**src/include/lc3b_defines.svh**
```systemverilog
`ifndef LC3B_DEFINES_SVH
`define LC3B_DEFINES_SVH

// datapath sizes
`define LC3B_WORD_W     16
`define LC3B_REG_W      3
`define LC3B_NUM_REGS   8
`define LC3B_OPCODE_W   4

// first fetch after reset
`define LC3B_RESET_PC   16'h0000

// opcodes kept from the lc-3b encoding
`define LC3B_OP_BR      4'b0000
`define LC3B_OP_ADD     4'b0001
`define LC3B_OP_AND     4'b0101
`define LC3B_OP_LDR     4'b0110
`define LC3B_OP_STR     4'b0111
`define LC3B_OP_NOT     4'b1001

// forwarding mux selects into execute
`define LC3B_FWD_NONE   2'd0
`define LC3B_FWD_MEM    2'd1
`define LC3B_FWD_WB     2'd2

`endif

```
**src/verilog/lc3b_pkg.sv**
```systemverilog
`include "lc3b_defines.svh"

package lc3b_pkg;

    typedef logic [`LC3B_WORD_W-1:0] word_t;
    typedef logic [`LC3B_REG_W-1:0] reg_idx_t;
    typedef logic [`LC3B_OPCODE_W-1:0] opcode_t;

    // add / and / not; low 3 bits of src2 are sr2 when imm_flag is clear
    typedef struct packed {
        opcode_t  opcode;
        reg_idx_t dr;
        reg_idx_t sr1;
        logic     imm_flag;
        logic [4:0] src2;
    } op_fmt_t;

    // ldr / str
    typedef struct packed {
        opcode_t  opcode;
        reg_idx_t dsr;
        reg_idx_t base;
        logic [5:0] offset6;
    } mem_fmt_t;

    typedef struct packed {
        opcode_t  opcode;
        logic     n;
        logic     z;
        logic     p;
        logic [8:0] offset9;
    } br_fmt_t;

    typedef union packed {
        op_fmt_t  op;
        mem_fmt_t mem;
        br_fmt_t  br;
    } instr_u;

    typedef enum logic [1:0] {
        ALU_PASS,
        ALU_ADD,
        ALU_AND,
        ALU_NOT
    } alu_op_e;

    typedef enum logic [1:0] {
        OPB_REG,
        OPB_IMM,
        OPB_OFF
    } opb_sel_e;

    typedef struct packed {
        word_t addr;
        word_t wdata;
        logic  read;
        logic  write;
    } dmem_req_t;

    typedef struct packed {
        word_t  pc_plus2;
        instr_u instr;
        logic   valid;
    } if_id_t;

    typedef struct packed {
        word_t    pc_plus2;
        word_t    rs1_val;
        word_t    rs2_val;
        word_t    imm;
        word_t    offset;
        reg_idx_t sr1;
        reg_idx_t sr2;
        reg_idx_t dr;
        alu_op_e  alu_op;
        opb_sel_e b_sel;
        logic     a_pc;
        logic     has_store_data;
        logic     load;
        logic     store;
        logic     reg_we;
        logic     cc_we;
        logic     branch;
        logic [2:0] nzp;
        logic     valid;
    } id_ex_t;

    typedef struct packed {
        word_t    alu_result;
        word_t    store_data;
        reg_idx_t dr;
        logic     load;
        logic     store;
        logic     reg_we;
        logic     cc_we;
        logic     branch;
        logic     valid;
        logic [2:0] nzp;
    } ex_mem_t;

    typedef struct packed {
        word_t    alu_result;
        word_t    load_data;
        reg_idx_t dr;
        logic     load;
        logic     reg_we;
        logic     cc_we;
        logic     branch;
        logic     valid;
        logic [2:0] nzp;
    } mem_wb_t;

endpackage

```
**src/verilog/fetch_stage.sv**
```systemverilog
`timescale 1ns/1ps
`include "lc3b_defines.svh"

module fetch_stage
(
    input  logic              clk,
    input  logic              reset,
    input  logic              freeze,
    input  logic              load_stall,
    input  logic              flush,
    input  lc3b_pkg::word_t   redirect_pc,
    input  logic              imem_resp,
    input  lc3b_pkg::word_t   imem_rdata,
    output lc3b_pkg::word_t   imem_addr,
    output logic              imem_read,
    output lc3b_pkg::if_id_t  if_id
);

    lc3b_pkg::word_t pc;
    lc3b_pkg::word_t pc_plus2;
    lc3b_pkg::word_t fetched;
    lc3b_pkg::word_t hold_word;
    logic            hold_valid;
    logic            advance;

    // a word returned while the pipeline is held waits here, no re-read
    assign imem_addr = pc;
    assign imem_read = !hold_valid;
    assign pc_plus2  = pc + `LC3B_WORD_W'(2);
    assign advance   = !freeze && !load_stall;
    assign fetched   = hold_valid ? hold_word : imem_rdata;

    always_ff @(posedge clk)
    begin
        if (imem_read && imem_resp)
            hold_word <= imem_rdata;
    end

    always_ff @(posedge clk)
    begin
        if (reset)
        begin
            pc         <= `LC3B_RESET_PC;
            hold_valid <= 1'b0;
            if_id      <= '0;
        end
        else if (!freeze && flush)
        begin
            // wrong-path word is dropped, restart at the branch target
            pc          <= redirect_pc;
            hold_valid  <= 1'b0;
            if_id.valid <= 1'b0;
        end
        else if (advance)
        begin
            pc             <= pc_plus2;
            hold_valid     <= 1'b0;
            if_id.pc_plus2 <= pc_plus2;
            if_id.instr    <= fetched;
            if_id.valid    <= 1'b1;
        end
        else if (imem_resp)
            hold_valid <= 1'b1;
    end

endmodule

```
**src/verilog/decode_stage.sv**
```systemverilog
`timescale 1ns/1ps
`include "lc3b_defines.svh"

module decode_stage
(
    input  logic                   clk,
    input  logic                   reset,
    input  logic                   freeze,
    input  logic                   load_stall,
    input  logic                   flush,
    input  lc3b_pkg::if_id_t       if_id,
    input  logic                   rf_we,
    input  logic [`LC3B_REG_W-1:0] rf_waddr,
    input  lc3b_pkg::word_t        rf_wdata,
    output lc3b_pkg::id_ex_t       id_ex
);

    lc3b_pkg::word_t    regs [`LC3B_NUM_REGS];
    lc3b_pkg::instr_u   ir;
    lc3b_pkg::id_ex_t   dec;
    lc3b_pkg::reg_idx_t rd_a_idx;
    lc3b_pkg::reg_idx_t rd_b_idx;
    lc3b_pkg::word_t    rd_a_val;
    lc3b_pkg::word_t    rd_b_val;

    assign ir = if_id.instr;

    always_comb
    begin
        dec          = '0;
        dec.pc_plus2 = if_id.pc_plus2;
        dec.imm      = {{(`LC3B_WORD_W-5){ir.op.src2[4]}}, ir.op.src2};
        dec.sr1      = ir.op.sr1;
        dec.sr2      = ir.op.src2[2:0];
        dec.dr       = ir.op.dr;
        dec.nzp      = {ir.br.n, ir.br.z, ir.br.p};
        dec.valid    = if_id.valid;
        if (if_id.valid)
        begin
            case (ir.op.opcode)
                `LC3B_OP_ADD, `LC3B_OP_AND:
                begin
                    dec.alu_op = (ir.op.opcode == `LC3B_OP_ADD) ?
                                 lc3b_pkg::ALU_ADD : lc3b_pkg::ALU_AND;
                    dec.b_sel  = ir.op.imm_flag ? lc3b_pkg::OPB_IMM : lc3b_pkg::OPB_REG;
                    dec.reg_we = 1'b1;
                    dec.cc_we  = 1'b1;
                end
                `LC3B_OP_NOT:
                begin
                    dec.alu_op = lc3b_pkg::ALU_NOT;
                    dec.reg_we = 1'b1;
                    dec.cc_we  = 1'b1;
                end
                `LC3B_OP_LDR:
                begin
                    // word-scaled offset, base + (offset6 << 1)
                    dec.alu_op = lc3b_pkg::ALU_ADD;
                    dec.b_sel  = lc3b_pkg::OPB_OFF;
                    dec.offset = {{(`LC3B_WORD_W-7){ir.mem.offset6[5]}}, ir.mem.offset6, 1'b0};
                    dec.sr1    = ir.mem.base;
                    dec.dr     = ir.mem.dsr;
                    dec.load   = 1'b1;
                    dec.reg_we = 1'b1;
                    dec.cc_we  = 1'b1;
                end
                `LC3B_OP_STR:
                begin
                    // stored register rides on the second read port
                    dec.alu_op         = lc3b_pkg::ALU_ADD;
                    dec.b_sel          = lc3b_pkg::OPB_OFF;
                    dec.offset = {{(`LC3B_WORD_W-7){ir.mem.offset6[5]}}, ir.mem.offset6, 1'b0};
                    dec.sr1            = ir.mem.base;
                    dec.sr2            = ir.mem.dsr;
                    dec.store          = 1'b1;
                    dec.has_store_data = 1'b1;
                end
                `LC3B_OP_BR:
                begin
                    dec.alu_op = lc3b_pkg::ALU_ADD;
                    dec.a_pc   = 1'b1;
                    dec.b_sel  = lc3b_pkg::OPB_OFF;
                    dec.offset = {{(`LC3B_WORD_W-10){ir.br.offset9[8]}}, ir.br.offset9, 1'b0};
                    dec.branch = 1'b1;
                end
                default:
                begin
                    // unsupported opcodes travel on as a bubble
                    dec.valid = 1'b0;
                end
            endcase
        end
    end

    // while stalled the held instruction re-reads its own sources
    assign rd_a_idx = load_stall ? id_ex.sr1 : dec.sr1;
    assign rd_b_idx = load_stall ? id_ex.sr2 : dec.sr2;

    // write-through so a same-cycle writeback is seen
    assign rd_a_val = (rf_we && rf_waddr == rd_a_idx) ? rf_wdata : regs[rd_a_idx];
    assign rd_b_val = (rf_we && rf_waddr == rd_b_idx) ? rf_wdata : regs[rd_b_idx];

    always_ff @(posedge clk)
    begin
        if (rf_we)
            regs[rf_waddr] <= rf_wdata;
    end

    always_ff @(posedge clk)
    begin
        if (reset)
            id_ex <= '0;
        else if (!freeze)
        begin
            if (flush)
                id_ex <= '0;
            else
            begin
                if (!load_stall)
                    id_ex <= dec;
                // refresh operands, picks up the result leaving writeback
                id_ex.rs1_val <= rd_a_val;
                id_ex.rs2_val <= rd_b_val;
            end
        end
    end

endmodule

```
**src/verilog/execute_stage.sv**
```systemverilog
`timescale 1ns/1ps
`include "lc3b_defines.svh"

module execute_stage
(
    input  logic              clk,
    input  logic              reset,
    input  logic              freeze,
    input  logic              flush,
    input  lc3b_pkg::id_ex_t  id_ex,
    input  logic [1:0]        fwd_a_sel,
    input  logic [1:0]        fwd_b_sel,
    input  lc3b_pkg::word_t   mem_fwd_data,
    input  lc3b_pkg::word_t   wb_fwd_data,
    output lc3b_pkg::ex_mem_t ex_mem
);

    lc3b_pkg::word_t   src_a;
    lc3b_pkg::word_t   src_b;
    lc3b_pkg::word_t   op_a;
    lc3b_pkg::word_t   op_b;
    lc3b_pkg::word_t   alu_out;
    lc3b_pkg::ex_mem_t next;

    function automatic lc3b_pkg::word_t fwd_pick(input logic [1:0] sel,
                                                 input lc3b_pkg::word_t reg_val,
                                                 input lc3b_pkg::word_t mem_val,
                                                 input lc3b_pkg::word_t wb_val);
        case (sel)
            `LC3B_FWD_MEM: return mem_val;
            `LC3B_FWD_WB:  return wb_val;
            default:       return reg_val;
        endcase
    endfunction

    assign src_a = fwd_pick(fwd_a_sel, id_ex.rs1_val, mem_fwd_data, wb_fwd_data);
    assign src_b = fwd_pick(fwd_b_sel, id_ex.rs2_val, mem_fwd_data, wb_fwd_data);

    // branch target is pc+2 plus the scaled offset
    assign op_a = id_ex.a_pc ? id_ex.pc_plus2 : src_a;

    always_comb
    begin
        case (id_ex.b_sel)
            lc3b_pkg::OPB_IMM: op_b = id_ex.imm;
            lc3b_pkg::OPB_OFF: op_b = id_ex.offset;
            default:           op_b = src_b;
        endcase
    end

    always_comb
    begin
        case (id_ex.alu_op)
            lc3b_pkg::ALU_ADD: alu_out = op_a + op_b;
            lc3b_pkg::ALU_AND: alu_out = op_a & op_b;
            lc3b_pkg::ALU_NOT: alu_out = ~op_a;
            default:           alu_out = op_b;
        endcase
    end

    always_comb
    begin
        next.alu_result = alu_out;
        next.store_data = id_ex.has_store_data ? src_b : '0;
        next.dr         = id_ex.dr;
        next.load       = id_ex.load;
        next.store      = id_ex.store;
        next.reg_we     = id_ex.reg_we;
        next.cc_we      = id_ex.cc_we;
        next.branch     = id_ex.branch;
        next.valid      = id_ex.valid;
        next.nzp        = id_ex.nzp;
    end

    always_ff @(posedge clk)
    begin
        if (reset)
            ex_mem <= '0;
        else if (!freeze)
            ex_mem <= flush ? '0 : next;
    end

endmodule

```
**src/verilog/hazard_unit.sv**
```systemverilog
`timescale 1ns/1ps
`include "lc3b_defines.svh"

module hazard_unit
(
    input  logic                   ex_valid,
    input  logic [`LC3B_REG_W-1:0] ex_sr1,
    input  logic [`LC3B_REG_W-1:0] ex_sr2,
    input  logic [`LC3B_REG_W-1:0] mem_dr,
    input  logic                   mem_reg_we,
    input  logic                   mem_load,
    input  logic [`LC3B_REG_W-1:0] wb_dr,
    input  logic                   wb_reg_we,
    input  logic                   imem_read,
    input  logic                   imem_resp,
    input  logic                   dmem_read,
    input  logic                   dmem_write,
    input  logic                   dmem_resp,
    output logic [1:0]             fwd_a_sel,
    output logic [1:0]             fwd_b_sel,
    output logic                   load_stall,
    output logic                   freeze
);

    logic load_use;

    // younger producer in memory wins over writeback
    function automatic logic [1:0] fwd_select(input logic [`LC3B_REG_W-1:0] src);
        if (mem_reg_we && mem_dr == src)
            return `LC3B_FWD_MEM;
        if (wb_reg_we && wb_dr == src)
            return `LC3B_FWD_WB;
        return `LC3B_FWD_NONE;
    endfunction

    always_comb
    begin
        fwd_a_sel = fwd_select(ex_sr1);
        fwd_b_sel = fwd_select(ex_sr2);
    end

    assign freeze = (imem_read && !imem_resp) || ((dmem_read || dmem_write) && !dmem_resp);

    // load data only exists from writeback on, so wait one cycle
    assign load_use   = ex_valid && mem_load && mem_reg_we &&
                        (mem_dr == ex_sr1 || mem_dr == ex_sr2);
    assign load_stall = load_use && !freeze;

endmodule

```
**src/verilog/memory_writeback.sv**
```systemverilog
`timescale 1ns/1ps
`include "lc3b_defines.svh"

module memory_writeback
(
    input  logic                   clk,
    input  logic                   reset,
    input  logic                   freeze,
    input  lc3b_pkg::ex_mem_t      ex_mem,
    input  logic                   dmem_resp,
    input  lc3b_pkg::word_t        dmem_rdata,
    output lc3b_pkg::dmem_req_t    dmem_req,
    output lc3b_pkg::word_t        mem_fwd_data,
    output logic                   rf_we,
    output logic [`LC3B_REG_W-1:0] rf_waddr,
    output lc3b_pkg::word_t        rf_wdata,
    output logic                   flush,
    output lc3b_pkg::word_t        redirect_pc
);

    lc3b_pkg::mem_wb_t mem_wb;
    lc3b_pkg::mem_wb_t next;
    lc3b_pkg::word_t   load_hold;
    logic              dmem_done;
    logic [2:0]        cc;
    logic [2:0]        cc_next;

    // a response that lands while the pipeline is held is kept, no second access
    assign dmem_req.addr  = ex_mem.alu_result;
    assign dmem_req.wdata = ex_mem.store_data;
    assign dmem_req.read  = ex_mem.valid && ex_mem.load && !dmem_done && !flush;
    assign dmem_req.write = ex_mem.valid && ex_mem.store && !dmem_done && !flush;

    assign mem_fwd_data = ex_mem.alu_result;

    always_ff @(posedge clk)
    begin
        if (dmem_resp)
            load_hold <= dmem_rdata;
    end

    always_ff @(posedge clk)
    begin
        if (reset)
            dmem_done <= 1'b0;
        else if (!freeze)
            dmem_done <= 1'b0;
        else if (dmem_resp)
            dmem_done <= 1'b1;
    end

    always_comb
    begin
        next.alu_result = ex_mem.alu_result;
        next.load_data  = dmem_done ? load_hold : dmem_rdata;
        next.dr         = ex_mem.dr;
        next.load       = ex_mem.load;
        next.reg_we     = ex_mem.reg_we;
        next.cc_we      = ex_mem.cc_we;
        next.branch     = ex_mem.branch;
        next.valid      = ex_mem.valid;
        next.nzp        = ex_mem.nzp;
    end

    // the instruction in memory is younger than a taken branch
    always_ff @(posedge clk)
    begin
        if (reset)
            mem_wb <= '0;
        else if (!freeze)
            mem_wb <= flush ? '0 : next;
    end

    assign rf_we    = mem_wb.valid && mem_wb.reg_we;
    assign rf_waddr = mem_wb.dr;
    assign rf_wdata = mem_wb.load ? mem_wb.load_data : mem_wb.alu_result;

    // n / z / p of the value being written
    assign cc_next = rf_wdata[`LC3B_WORD_W-1] ? 3'b100 :
                     (rf_wdata == '0) ? 3'b010 : 3'b001;

    always_ff @(posedge clk)
    begin
        if (reset)
            cc <= 3'b010;
        else if (mem_wb.valid && mem_wb.cc_we)
            cc <= cc_next;
    end

    assign flush       = mem_wb.valid && mem_wb.branch && |(mem_wb.nzp & cc);
    assign redirect_pc = mem_wb.alu_result;

endmodule

```
**src/verilog/lc3b_pipeline.sv**
```systemverilog
`timescale 1ns/1ps
`include "lc3b_defines.svh"

module lc3b_pipeline
(
    input  logic                clk,
    input  logic                reset,
    output lc3b_pkg::word_t     imem_addr,
    output logic                imem_read,
    input  logic                imem_resp,
    input  lc3b_pkg::word_t     imem_rdata,
    output lc3b_pkg::dmem_req_t dmem_req,
    input  logic                dmem_resp,
    input  lc3b_pkg::word_t     dmem_rdata
);

    lc3b_pkg::if_id_t  if_id;
    lc3b_pkg::id_ex_t  id_ex;
    lc3b_pkg::ex_mem_t ex_mem;

    logic                   freeze;
    logic                   load_stall;
    logic                   flush;
    logic                   ex_kill;
    lc3b_pkg::word_t        redirect_pc;
    logic [1:0]             fwd_a_sel;
    logic [1:0]             fwd_b_sel;
    lc3b_pkg::word_t        mem_fwd_data;
    logic                   rf_we;
    logic [`LC3B_REG_W-1:0] rf_waddr;
    lc3b_pkg::word_t        rf_wdata;

    // a load-use stall holds execute and leaves a bubble behind the load
    assign ex_kill = flush || load_stall;

    fetch_stage i_fetch
    (
        .clk         (clk),
        .reset       (reset),
        .freeze      (freeze),
        .load_stall  (load_stall),
        .flush       (flush),
        .redirect_pc (redirect_pc),
        .imem_resp   (imem_resp),
        .imem_rdata  (imem_rdata),
        .imem_addr   (imem_addr),
        .imem_read   (imem_read),
        .if_id       (if_id)
    );

    decode_stage i_decode
    (
        .clk        (clk),
        .reset      (reset),
        .freeze     (freeze),
        .load_stall (load_stall),
        .flush      (flush),
        .if_id      (if_id),
        .rf_we      (rf_we),
        .rf_waddr   (rf_waddr),
        .rf_wdata   (rf_wdata),
        .id_ex      (id_ex)
    );

    execute_stage i_execute
    (
        .clk          (clk),
        .reset        (reset),
        .freeze       (freeze),
        .flush        (ex_kill),
        .id_ex        (id_ex),
        .fwd_a_sel    (fwd_a_sel),
        .fwd_b_sel    (fwd_b_sel),
        .mem_fwd_data (mem_fwd_data),
        .wb_fwd_data  (rf_wdata),
        .ex_mem       (ex_mem)
    );

    memory_writeback i_mem_wb
    (
        .clk          (clk),
        .reset        (reset),
        .freeze       (freeze),
        .ex_mem       (ex_mem),
        .dmem_resp    (dmem_resp),
        .dmem_rdata   (dmem_rdata),
        .dmem_req     (dmem_req),
        .mem_fwd_data (mem_fwd_data),
        .rf_we        (rf_we),
        .rf_waddr     (rf_waddr),
        .rf_wdata     (rf_wdata),
        .flush        (flush),
        .redirect_pc  (redirect_pc)
    );

    hazard_unit i_hazard
    (
        .ex_sr1     (id_ex.sr1),
        .ex_sr2     (id_ex.sr2),
        .ex_valid   (id_ex.valid),
        .mem_dr     (ex_mem.dr),
        .mem_reg_we (ex_mem.valid && ex_mem.reg_we),
        .mem_load   (ex_mem.load),
        .wb_dr      (rf_waddr),
        .wb_reg_we  (rf_we),
        .imem_read  (imem_read),
        .imem_resp  (imem_resp),
        .dmem_read  (dmem_req.read),
        .dmem_write (dmem_req.write),
        .dmem_resp  (dmem_resp),
        .fwd_a_sel  (fwd_a_sel),
        .fwd_b_sel  (fwd_b_sel),
        .load_stall (load_stall),
        .freeze     (freeze)
    );

endmodule

```
**config.mk**
```make
export PLATFORM = sky130hd
export DESIGN_NAME = lc3b_pipeline
export DESIGN_NICKNAME = d
export VERILOG_FILES = /design/src/verilog/lc3b_pkg.sv /design/src/verilog/fetch_stage.sv /design/src/verilog/decode_stage.sv /design/src/verilog/execute_stage.sv /design/src/verilog/hazard_unit.sv /design/src/verilog/memory_writeback.sv /design/src/verilog/lc3b_pipeline.sv
export VERILOG_INCLUDE_DIRS = /design/src /design/src/include
export SDC_FILE = /design/constraint.sdc
export NUM_CORES = 1
export LEC_CHECK = 0
export BUFFER_PORTS_ARGS = -buffer_cell sky130_fd_sc_hd__buf_4
export CAP_MARGIN = 20
export CELL_PAD_IN_SITES_DETAIL_PLACEMENT = 0
export CELL_PAD_IN_SITES_GLOBAL_PLACEMENT = 1
export CORE_ASPECT_RATIO = 0.6
export CORE_MARGIN = 3
export CORE_UTILIZATION = 25
export DETAILED_ROUTE_END_ITERATION = 12
export PLACE_DENSITY = 0.49
export SYNTH_ARGS = -nofsm -noshare
export SYNTH_HDL_FRONTEND = slang
export SYNTH_SLANG_ARGS = --single-unit
```
**constraint.sdc**
```tcl
create_clock -name clk -period 4.3 [get_ports clk]
set_clock_uncertainty 0.15 [all_clocks]
set_input_delay 0.86 -clock clk [delete_from_list [all_inputs] [get_ports clk]]
set_output_delay 0.86 -clock clk [all_outputs]
set_load 0.05 [all_outputs]
```
[Word level (Yosys, flattened, before mapping)]
Memories as Yosys holds them, arrays and structs flattened.
Index checks and enable logic that the tools add are counted.
Word-level totals
  bits of input ports: 36
  word-level logic and storage cells: 177
  output and inout bits: 51
  memory bits (writable): 128
  memories: 1
  bits in registers: 277
Memories
  i_decode.regs: depth 8, width 16, read ports 2, clocked after memory_dff 0, write ports 1, RTL line decode_stage.sv:18  | lc3b_pkg::word_t regs [`LC3B_NUM_REGS];
Cells by class
  equality and inequality tests: 21
  mux-type cells: 50
  add/subtract/negate cells: 2
  reduce and logical (&&, ||, !) cells: 51
  bitwise logic cells: 5
Operators with widths (number)
  $mux 104: 2
  $mux 16: 9
  $pmux 16 s2: 4
  $pmux 16 s3: 1
  $mux 44: 1
  $mux 43: 1
  $mux 36: 1
  $logic_and 1x1->1: 26
  $mux 2: 11
  $eq 3x3->1: 6
  $add 16x16->16: 1
  $add 16x2->16 const B: 1
  $and 16x16->16: 1
  $logic_not 16->1: 1
  $not 16->16: 1
  $mux 1: 14
  $eq 4x3->1 const B: 3
  $mux 3: 4
  $eq 2x2->1 const B: 5
  $reduce_or 3->1: 3
  $eq 2x1->1 const B: 4
  $reduce_or 2->1: 4
  $logic_not 1->1: 7
  $pmux 2 s3: 1
  other kinds (12): 17

[Longest topological paths before layout]
Gate-level depths: netlist of run 1.
  word-level depth: 15
  mapped depth: 21

[By module]
A second synthesis of run 1 with hierarchy kept.
Unflattened totals
  cells, all modules: 1883
  area, all modules: 19705.1 um^2
By module, submodules not included
  decode_stage: seq. area each 5445.2 um^2, area an instance 9606.7 um^2, cells an instance 765, instances 1
  execute_stage: seq. area each 880.8 um^2, area an instance 4003.8 um^2, cells an instance 529, instances 1
  memory_writeback: seq. area each 1421.4 um^2, area an instance 3000.4 um^2, cells an instance 273, instances 1
  fetch_stage: seq. area each 1481.4 um^2, area an instance 2882.8 um^2, cells an instance 288, instances 1
  hazard_unit: seq. area each 0.0 um^2, area an instance 198.9 um^2, cells an instance 26, instances 1
  lc3b_pipeline: seq. area each 0.0 um^2, area an instance 12.5 um^2, cells an instance 2, instances 1

[Worst setup path after synthesis of run 1]
OpenSTA, ideal clock, no wires.
  kind: reg2reg
  start point: reg i_mem_wb.mem_wb, in the netlist i_mem_wb.rf_waddr[0]
  end point: reg, netlist name i_execute.ex_mem[37]
  data arrival time: 4104 ps
  period minus slack after synthesis: 4371 ps
  required time: 4033 ps
  cell stages (with the launch flop): 20
  path slack: -71 ps
  cells stage by stage: dfxtp_1 clkbuf_1 xor2_1 nor4_1 clkbuf_1 clkbuf_1 o21ai_0 o21ai_0 nand2_1 o21ai_0 ha_1 a21o_1 a21oi_1 nor2b_1 nand4_1 inv_1 a221oi_1 xnor2_1 mux4_2 a22o_1
Between the ends
  cells in the longest elaborated chain, start to end: 12
RTL lines
  start: declaration: RTL line memory_writeback.sv:21  | lc3b_pkg::mem_wb_t mem_wb;
  start signal: assignment: RTL line memory_writeback.sv:71  | mem_wb <= flush ? '0 : next;
  $eq 3x3->1: RTL line hazard_unit.sv:31  | if (wb_reg_we && wb_dr == src)
  $logic_and 1x1->1: RTL line hazard_unit.sv:31
  $mux 1 (2 in series): RTL line hazard_unit.sv:31
  $mux 2: RTL line hazard_unit.sv:33  | return `LC3B_FWD_NONE;
  $mux 2: RTL line hazard_unit.sv:31
  $eq 2x2->1 or $eq 2x1->1 (tied branches): RTL line execute_stage.sv:29  | case (sel)
  $pmux 16 s2: RTL line execute_stage.sv:29
  $pmux 16 s2 or $mux 16 (tied branches): RTL line execute_stage.sv:44, execute_stage.sv:40
  $add 16x16->16 (tied with other cells): RTL line execute_stage.sv:54  | lc3b_pkg::ALU_ADD: alu_out = op_a + op_b;
  $pmux 16 s3 (*): RTL line execute_stage.sv:53  | case (id_ex.alu_op)
  $mux 44 (*): RTL line execute_stage.sv:80  | ex_mem <= flush ? '0 : next;
Every way passes the cells marked *; elsewhere a longest branch is shown, timed or not. The select of a mux whose other input is x is not followed.
A chain may end at the register's enable or synchronous reset.

[Worst setup path in the final report of run 1]
  start point: reg, netlist name i_decode.id_ex[20]
  end point: reg, netlist name i_execute.ex_mem[39]
Between the ends
  cells in the longest elaborated chain, start to end: 12
RTL lines
  $eq 3x3->1: RTL line hazard_unit.sv:31
  $logic_and 1x1->1: RTL line hazard_unit.sv:31
  $mux 1 (2 in series): RTL line hazard_unit.sv:31
  $mux 2: RTL line hazard_unit.sv:33
  $mux 2: RTL line hazard_unit.sv:31
  $eq 2x2->1 or $eq 2x1->1 (tied branches): RTL line execute_stage.sv:29
  $pmux 16 s2: RTL line execute_stage.sv:29
  $pmux 16 s2: RTL line execute_stage.sv:44  | case (id_ex.b_sel)
  $add 16x16->16 or $and 16x16->16 (tied branches): RTL line execute_stage.sv:54, execute_stage.sv:55
  $pmux 16 s3: RTL line execute_stage.sv:53
  $mux 44 (*): RTL line execute_stage.sv:80
Marked as above.

==> out/results.ini, run 1 <==
[run_status]
run_status=finished, final reports clean

[floorplan]
core_area_um2=68600
die_area_um2=73100
i_o_pins=87
floorplan.rows=74
effective_utilization_at_floorplan=0.254
dieHeight_um=211
die_x_um=347

[cts]
worst_setup_hold_path_clk_slew_ns=0.06
cts_max_level=2
cts.hold.buffers_added=0
cts_root_buffer=clkbuf_16
clock_tree.buffer_depth=3
clock-sinks=373
cts_made_buffers=38
insertion_delay_ns=0.56
cts_tree=built

[timing]
slew_viol_final=0
report.final.hold_viol_count=0
timing_worst_slew_pin_value_ns=1.07
fmax_mhz=241
tns_ns=0
timing.final.setup_violations=0
min_period_ns=4.14
timing.slew.headroom=0.280
period_share=0.963

[finish]
design.final.nets=1692
antennaDiodeCount=0
final_util=0.308
final_layout_size_suffix_gt1_frac=0.235
area_delta_synth_final_pct=21.3

[grt]
globalRouteOverflowTotal=0
antenna_violations_before_repair=1
groute.usage.overall=0.156
maximum_number_of_pins_on_one_net_before_global_route_repair=70
wire_length_of_the_first_global_routing_pass_um=86000
grt_pass1_vias=12846

[pwr]
powerDensity_nw_per_um2=403
power.static_leakage_uw=0.00785
ir_drop_worst_case_vdd_uv=231

[synthesis]
ys_ff_latch=373
async_flop_share=0
synthDominantCellAreaShare=0.275
post_synth_main_area_contributors=edfxtp_1, dfxtp_1, mux4_2
post_syn_area_um2=17500
synthDominantAreaCellType=edfxtp_1
yosys.cell_types.count=58
synth-compound-area-share=0.150
yosys.area_share.simple=0.0858
yosys.area_share.xor_xnor=0.0246
synthAdderAreaFrac=0.0148
largest_family_of_logic_cells_by_synthesized_area=multiplexers
synthFlopType=dfxtp_1
ys_warn_count=0
post_synthesis_sequential_area_ratio=0.520
post_synth_mux_area_share=0.159
synth_edf_count=160
syn-num-nets=1586
postSynthCellCount=1530
post_synth.cell_area_avg_um2=11.4

[route]
drt_first_pass_iters=5
via_count=12733
routed_wl_met2_um=22700
avgRoutedWirePerCell_um=22.4
route.final.wire_length_um=57800
maxUsedRoutingLayer=met4
drc=0
wl_met1_um=31500
dr_wl_met3_um=2830
antenna_left=0
avgViaCountPerCell=4.94
initialDrtViolationCount=918

[worst_setup_path]
arrival_time_reported_for_the_critical_path_endpoint_ns=4.43
dominant_cell_type_by_count_on_the_critical_path=a21o_1
timing_worst_setup_path_type=reg2reg
cpPeakStageDelay_ns=0.37
crit_required_ns=4.58
worst_setup_path_start_kind=flip-flop
setup.worst_path.end_class=flip-flop
path_buf_inv=1
critical_path.top_delay_family=compound AO/OA/AOI/OAI gates
slowest_stage=nor4_4
critical_path_peak_fanout=5
cp_cell_sequence=xor2_1, nor4_4, buf_6, mux2_2, o31a_1, ha_4, a21o_1, a21o_1, a21o_1, a21o_1, nand2b_1, a21o_1, a31oi_2, xor2_1, o22ai_1, a221o_1

[placement]
place.gp.congestion=0.791
detailedPlacementHpwl_um=41800
portBuffers=86

[run]
drv_cap=0

[hold_path]
min-delay-path-class=reg2reg

## flip-flops by register name (all words and copies together), names as in the netlist
| signal | cells |
|---|---|
| i_fetch.hold_word | 16 |
| i_decode.regs | 128 |
| i_mem_wb.cc | 3 |
| i_mem_wb.mem_wb | 20 |
| i_fetch.hold_valid | 1 |
| i_mem_wb.dmem_done | 1 |
| i_mem_wb.rf_waddr | 3 |
| i_execute.ex_mem | 40 |
| i_mem_wb.redirect_pc | 16 |
| i_mem_wb.load_hold | 16 |
| i_fetch.imem_addr | 16 |
| i_decode.id_ex | 80 |
| i_fetch.if_id | 33 |
## metal layers
layer | track usage | up-vias
met4 | 0.0266 | 0
met5 | 0 | -
met3 | 0.0293 | 49
met2 | 0.211 | 276
met1 | 0.252 | 6475
li1 | - | 5933
## metrics by stage
stage	total power (uW)	hold slack (ns)	worst slack, ns	std cells	instance area [um2]
after global placement	5040	0.296	0.0286	2502	19700
after global routing	8890	0.304	-0.0608	2578	21200
final	8530	0.308	0.157	2578	21200
after floorplan	4620	0.275	0.0535	1530	17500
after detailed placement	5050	0.297	0.0619	2502	19700
after CTS	8640	0.299	0.0362	2572	21000
## cell usage after synthesis, types with 16 or more instances
master	n
a22o_1	64
xor2_1	32
o21ai_0	97
inv_1	38
a21oi_1	62
a22oi_1	17
edfxtp_1	160
mux2i_1	99
dfxtp_1	213
ha_1	19
nor2_1	112
mux2_2	16
xnor2_1	17
mux4_2	69
nand2_1	148
o221ai_1	32
a211oi_1	54
clkbuf_1	90
buf_4	35
## area by class of cell
cell class	count	area, um2
tap	912	1140
clock buffer	53	1110
clock inverter	17	208
timing repair buffer	205	1690
inverter	38	143
multi-input combinational	980	7790
sequential	373	9070
fill	6993	47400
## what timing repair did
action	in CTS	in global routing
resized for setup	0	20
endpoints found under the setup margin	0	8
setup buffers	0	4
## layout by cell type (no fill, tap or decap), types with 10 or more instances in the layout
cell type,instances
buf_12,10
mux2i_1,97
clkbuf_16,39
nor3_1,10
inv_1,38
a211oi_1,54
xnor2_1,17
a22oi_1,17
nor2_1,110
nand2_1,147
nand4_1,10
ha_1,16
xor2_1,31
o21ai_0,94
mux2_2,16
a22o_1,64
a21oi_1,62
o221ai_1,32
edfxtp_1,160
a21o_1,15
dfxtp_1,208
mux4_2,69
buf_4,191
## power by group
group | internal, uW | total (uW) | switching (uW)
Combinational | 442 | 1060 | 615
Sequential | 3800 | 3920 | 116
Clock | 2060 | 3550 | 1490
Total | 6310 | 8530 | 2220
## path summary, 6_finish.rpt
| check | start | end | slack, ns | depth (start not counted) |
|---|---|---|---|---|
| min reg2reg | i_execute.ex_mem[26] | i_execute.ex_mem[26] | 0.31 | 2 |
| min | i_execute.ex_mem[26] | i_execute.ex_mem[26] | 0.31 | 2 |
| max reg2reg | i_decode.id_ex[20] | i_execute.ex_mem[39] | 0.16 | 16 |
| max | i_decode.id_ex[20] | i_execute.ex_mem[39] | 0.16 | 16 |
## tightest hold or removal path: stages (launching register included)
cell     delay [ns]
dfxtp_1        0.33
nand2_1        0.04
o21ai_0        0.06
## logic make-up after synthesis
family | Yosys count
AO/OA/AOI/OAI | 379
flip-flops | 373
buffers and inverters | 177
AND/OR/NAND/NOR | 345
adder cells (fa/ha/maj) | 20
XOR/XNOR | 49
multiplexers | 187
Note: power is estimated with default switching activity, not from simulation.
==> run 2: changes to the inputs <==
--- a/config.mk
+++ b/config.mk
@@ -6,15 +6,16 @@
 export SDC_FILE = /design/constraint.sdc
 export NUM_CORES = 1
 export LEC_CHECK = 0
+export ABC_AREA = 1
 export BUFFER_PORTS_ARGS = -buffer_cell sky130_fd_sc_hd__buf_4
 export CAP_MARGIN = 20
 export CELL_PAD_IN_SITES_DETAIL_PLACEMENT = 0
 export CELL_PAD_IN_SITES_GLOBAL_PLACEMENT = 1
 export CORE_ASPECT_RATIO = 0.6
-export CORE_MARGIN = 3
+export CORE_MARGIN = 5
 export CORE_UTILIZATION = 25
 export DETAILED_ROUTE_END_ITERATION = 12
-export PLACE_DENSITY = 0.49
+export PLACE_DENSITY = 0.52
 export SYNTH_ARGS = -nofsm -noshare
 export SYNTH_HDL_FRONTEND = slang
 export SYNTH_SLANG_ARGS = --single-unit
==> run 2 against run 1 <==
Effect of this change:
- wire length rose by 29%
- sequential cell count unchanged
- sequential power grew 1%
- critical path depth rose by 1
- final cell count up 30%
- global-route usage up 2.8 points
- largest power group unchanged
- critical path type unchanged
==> out/results.ini, run 2 <==
[timing]
hold-worst-slack_ns=0.307
report.final.hold_viol_count=0
timing.final.setup_violations=0
slew_viol_final=0
timing_worst_slew_pin_value_ns=0.972
period_share=0.942
fmax_mhz=247
min_period_ns=4.05
tns_ns=0
timing.slew.headroom=0.345

[floorplan]
core_area_um2=73200
die_area_um2=79200
floorplan.rows=77
dieHeight_um=220
i_o_pins=87
effective_utilization_at_floorplan=0.251
die_x_um=360

[finish]
design.final.nets=2396
num-fill-cells=7880
area_delta_synth_final_pct=17.2
final_util=0.294
layout.cells.most_common_list=nand2_1, nand3_1, dfxtp_1, buf_4, inv_1
final_common_cell=nand2_1
final_layout_size_suffix_gt1_frac=0.123
final_cells=3357
top_regs=i_decode.regs x128, i_decode.id_ex x80, i_execute.ex_mem x40
antennaDiodeCount=0
largest_register_ff_count=128
registers.top_by_ff_count=i_decode.regs

[cts]
clock_tree.buffer_depth=3
insertion_delay_ns=0.57
clock-sinks=373
cts_setup_buffers=0
cts_made_buffers=39
cts_max_level=2
worst_setup_hold_path_clk_slew_ns=0.07
cts.hold.buffers_added=0
post_cts_resize_count=0
cts_root_buffer=clkbuf_16
cts_tree=built

[pwr]
powerDensity_nw_per_um2=412
switchingPower_uw=2630
share_seq_of_total_power=0.445
design_power_total_uw=8890
power.static_leakage_uw=0.00857
ir_drop_worst_case_vdd_uv=260
p_int_uw=6260
power_frac_clock=0.402
netSwitchingFraction=0.296
power_frac_comb=0.153

[synthesis]
syn-num-nets=2346
post_synth.cell_area_avg_um2=8.03
synthFlopType=dfxtp_1
most_frequent_cell_after_synthesis=nand2_1
ys_warn_count=0
synthDominantAreaCellType=edfxtp_1
yosys.area_share.xor_xnor=0.00762
synthAdderAreaFrac=0.0140
yosys.cell_types.count=58
yosys-top-cells-count=nand2_1, nand3_1, dfxtp_1
async_flop_share=0
ys_ff_latch=373
yosys.area_share.simple=0.265
post_synthesis_sequential_area_ratio=0.493
postSynthCellCount=2290
post_synth_mux_area_share=0.0103
post_syn_area_um2=18400
synth_edf_count=160
largest_family_of_logic_cells_by_synthesized_area=simple AND/OR/NAND/NOR gates
post_synth_main_area_contributors=edfxtp_1, dfxtp_1, nand2_1
synthDominantCellAreaShare=0.261
synth-compound-area-share=0.129

[worst_setup_path]
setup.worst_path.end_class=flip-flop
timing_worst_setup_path_type=reg2reg
cpPeakStageDelay_ns=0.73
arrival_time_reported_for_the_critical_path_endpoint_ns=4.41
dominant_cell_type_by_count_on_the_critical_path=nand2_1
r2r.worst_path.cells=17
crit_required_ns=4.66
cp_cell_sequence=inv_2, nand2_1, nand2_1, nor2_1, nand2_1, buf_4, nand2_2, nand3_4, nor2_8, nor2_1, a21oi_4, xor2_1, nor2_2, nand2_4, nand3_1, nand3_1, nand2_1
slowest_stage=nor2_2
critical_path.top_delay_family=simple AND/OR/NAND/NOR gates
crit_cells=17
worst_setup_path_start_kind=flip-flop
critical_path_peak_fanout=18
path_buf_inv=2

[route]
via_count=16832
avgViaCountPerCell=5.01
drc=0
avgRoutedWirePerCell_um=22.3
initialDrtViolationCount=1733
route.final.wire_length_um=74700
drt_first_pass_iters=6
antenna_left=0

[placement]
portBuffers=86
numPlacedInstances=3286
detailedPlacementHpwl_um=53500
place.gp.congestion=0.916

[grt]
groute.usage.overall=0.183
grt_pass1_vias=15883
globalRouteOverflowTotal=0
antenna_violations_before_repair=4
wire_length_of_the_first_global_routing_pass_um=109000
maximum_number_of_pins_on_one_net_before_global_route_repair=67

[hold_path]
min-delay-path-class=reg2reg
min_path_cells=2

[run]
drv_cap=0

[run_status]
run_status=finished, final reports clean

[run 2: cell types whose count changed after synthesis, sizes merged, moves of 22 or more]
cell    before  now
nand2      148  671
nand3        7  334
inv         38  174
mux2i      102   19
mux4        69    0
o21ai       98  165
a22o        64    5
o22ai        2   56
a211oi      54    2
buf         49   82
xor2        32    7
a31oi        3   27
o221ai      32   10
[run 2: final timing paths]
| path | from | end | slack (ns) |
|---|---|---|---|
| setup reg to reg | i_decode.id_ex[23] | i_decode.id_ex[85] | 0.25 |
| hold reg to reg | i_decode.id_ex[82] | i_decode.id_ex[82] | 0.31 |
| hold / removal | i_decode.id_ex[82] | i_decode.id_ex[82] | 0.31 |
| setup / recovery | i_decode.id_ex[23] | i_decode.id_ex[85] | 0.25 |
[run 2: metrics by stage]
stage | cell area (um2) | setup WS [ns]
6_report | 21500 | 0.250
5_1_grt | 21500 | -0.00505
4_1_cts | 21500 | 0.0476
3_5_place_dp | 20200 | 0.0600
3_3_place_gp | 20200 | 0.0453
2_1_floorplan | 18400 | 0.691
[run 2: power by group through the flow]
stage	Clock, uW	Sequential [uW]	Combinational [uW]
after floorplan	0	3990	839
after global placement	0	4030	1340
after detailed placement	0	4030	1350
after CTS	3650	3950	1350
after global routing	3810	3970	1490
final	3570	3960	1360
[run 2: worst min-delay path: stages (launching register included)]
cell and delay [ns]:
dfxtp_1 0.31, nand2_1 0.06, nand2_1 0.04
[run 2: logic make-up after synthesis]
logic type	after synthesis
flops	373
buf+inv	340
xor+xnor	16
mux	19
simple gates	1136
compound gates	386
fa+ha+maj	20
[run 2: area by class of cell]
cell class / instances / area (um2) / area share
inverter: 179 / 678 / 0.0315
timing repair buffer: 170 / 1340 / 0.0622
sequential: 373 / 9070 / 0.421
clock inverter: 14 / 143 / 0.00662
tap: 987 / 1230 / 0.0573
multi-input combinational: 1577 / 7900 / 0.367
clock buffer: 57 / 1180 / 0.0546
[run 2: routing by layer]
| metal | GRT usage | up-vias | wire [um] |
|---|---|---|---|
| met1 | 0.291 | 8216 | 39000 |
| li1 | - | 7891 | - |
| met5 | 0 | - | 13 |
| met4 | 0.0315 | 2 | 1100 |
| met3 | 0.0498 | 83 | 6550 |
| met2 | 0.244 | 640 | 28100 |
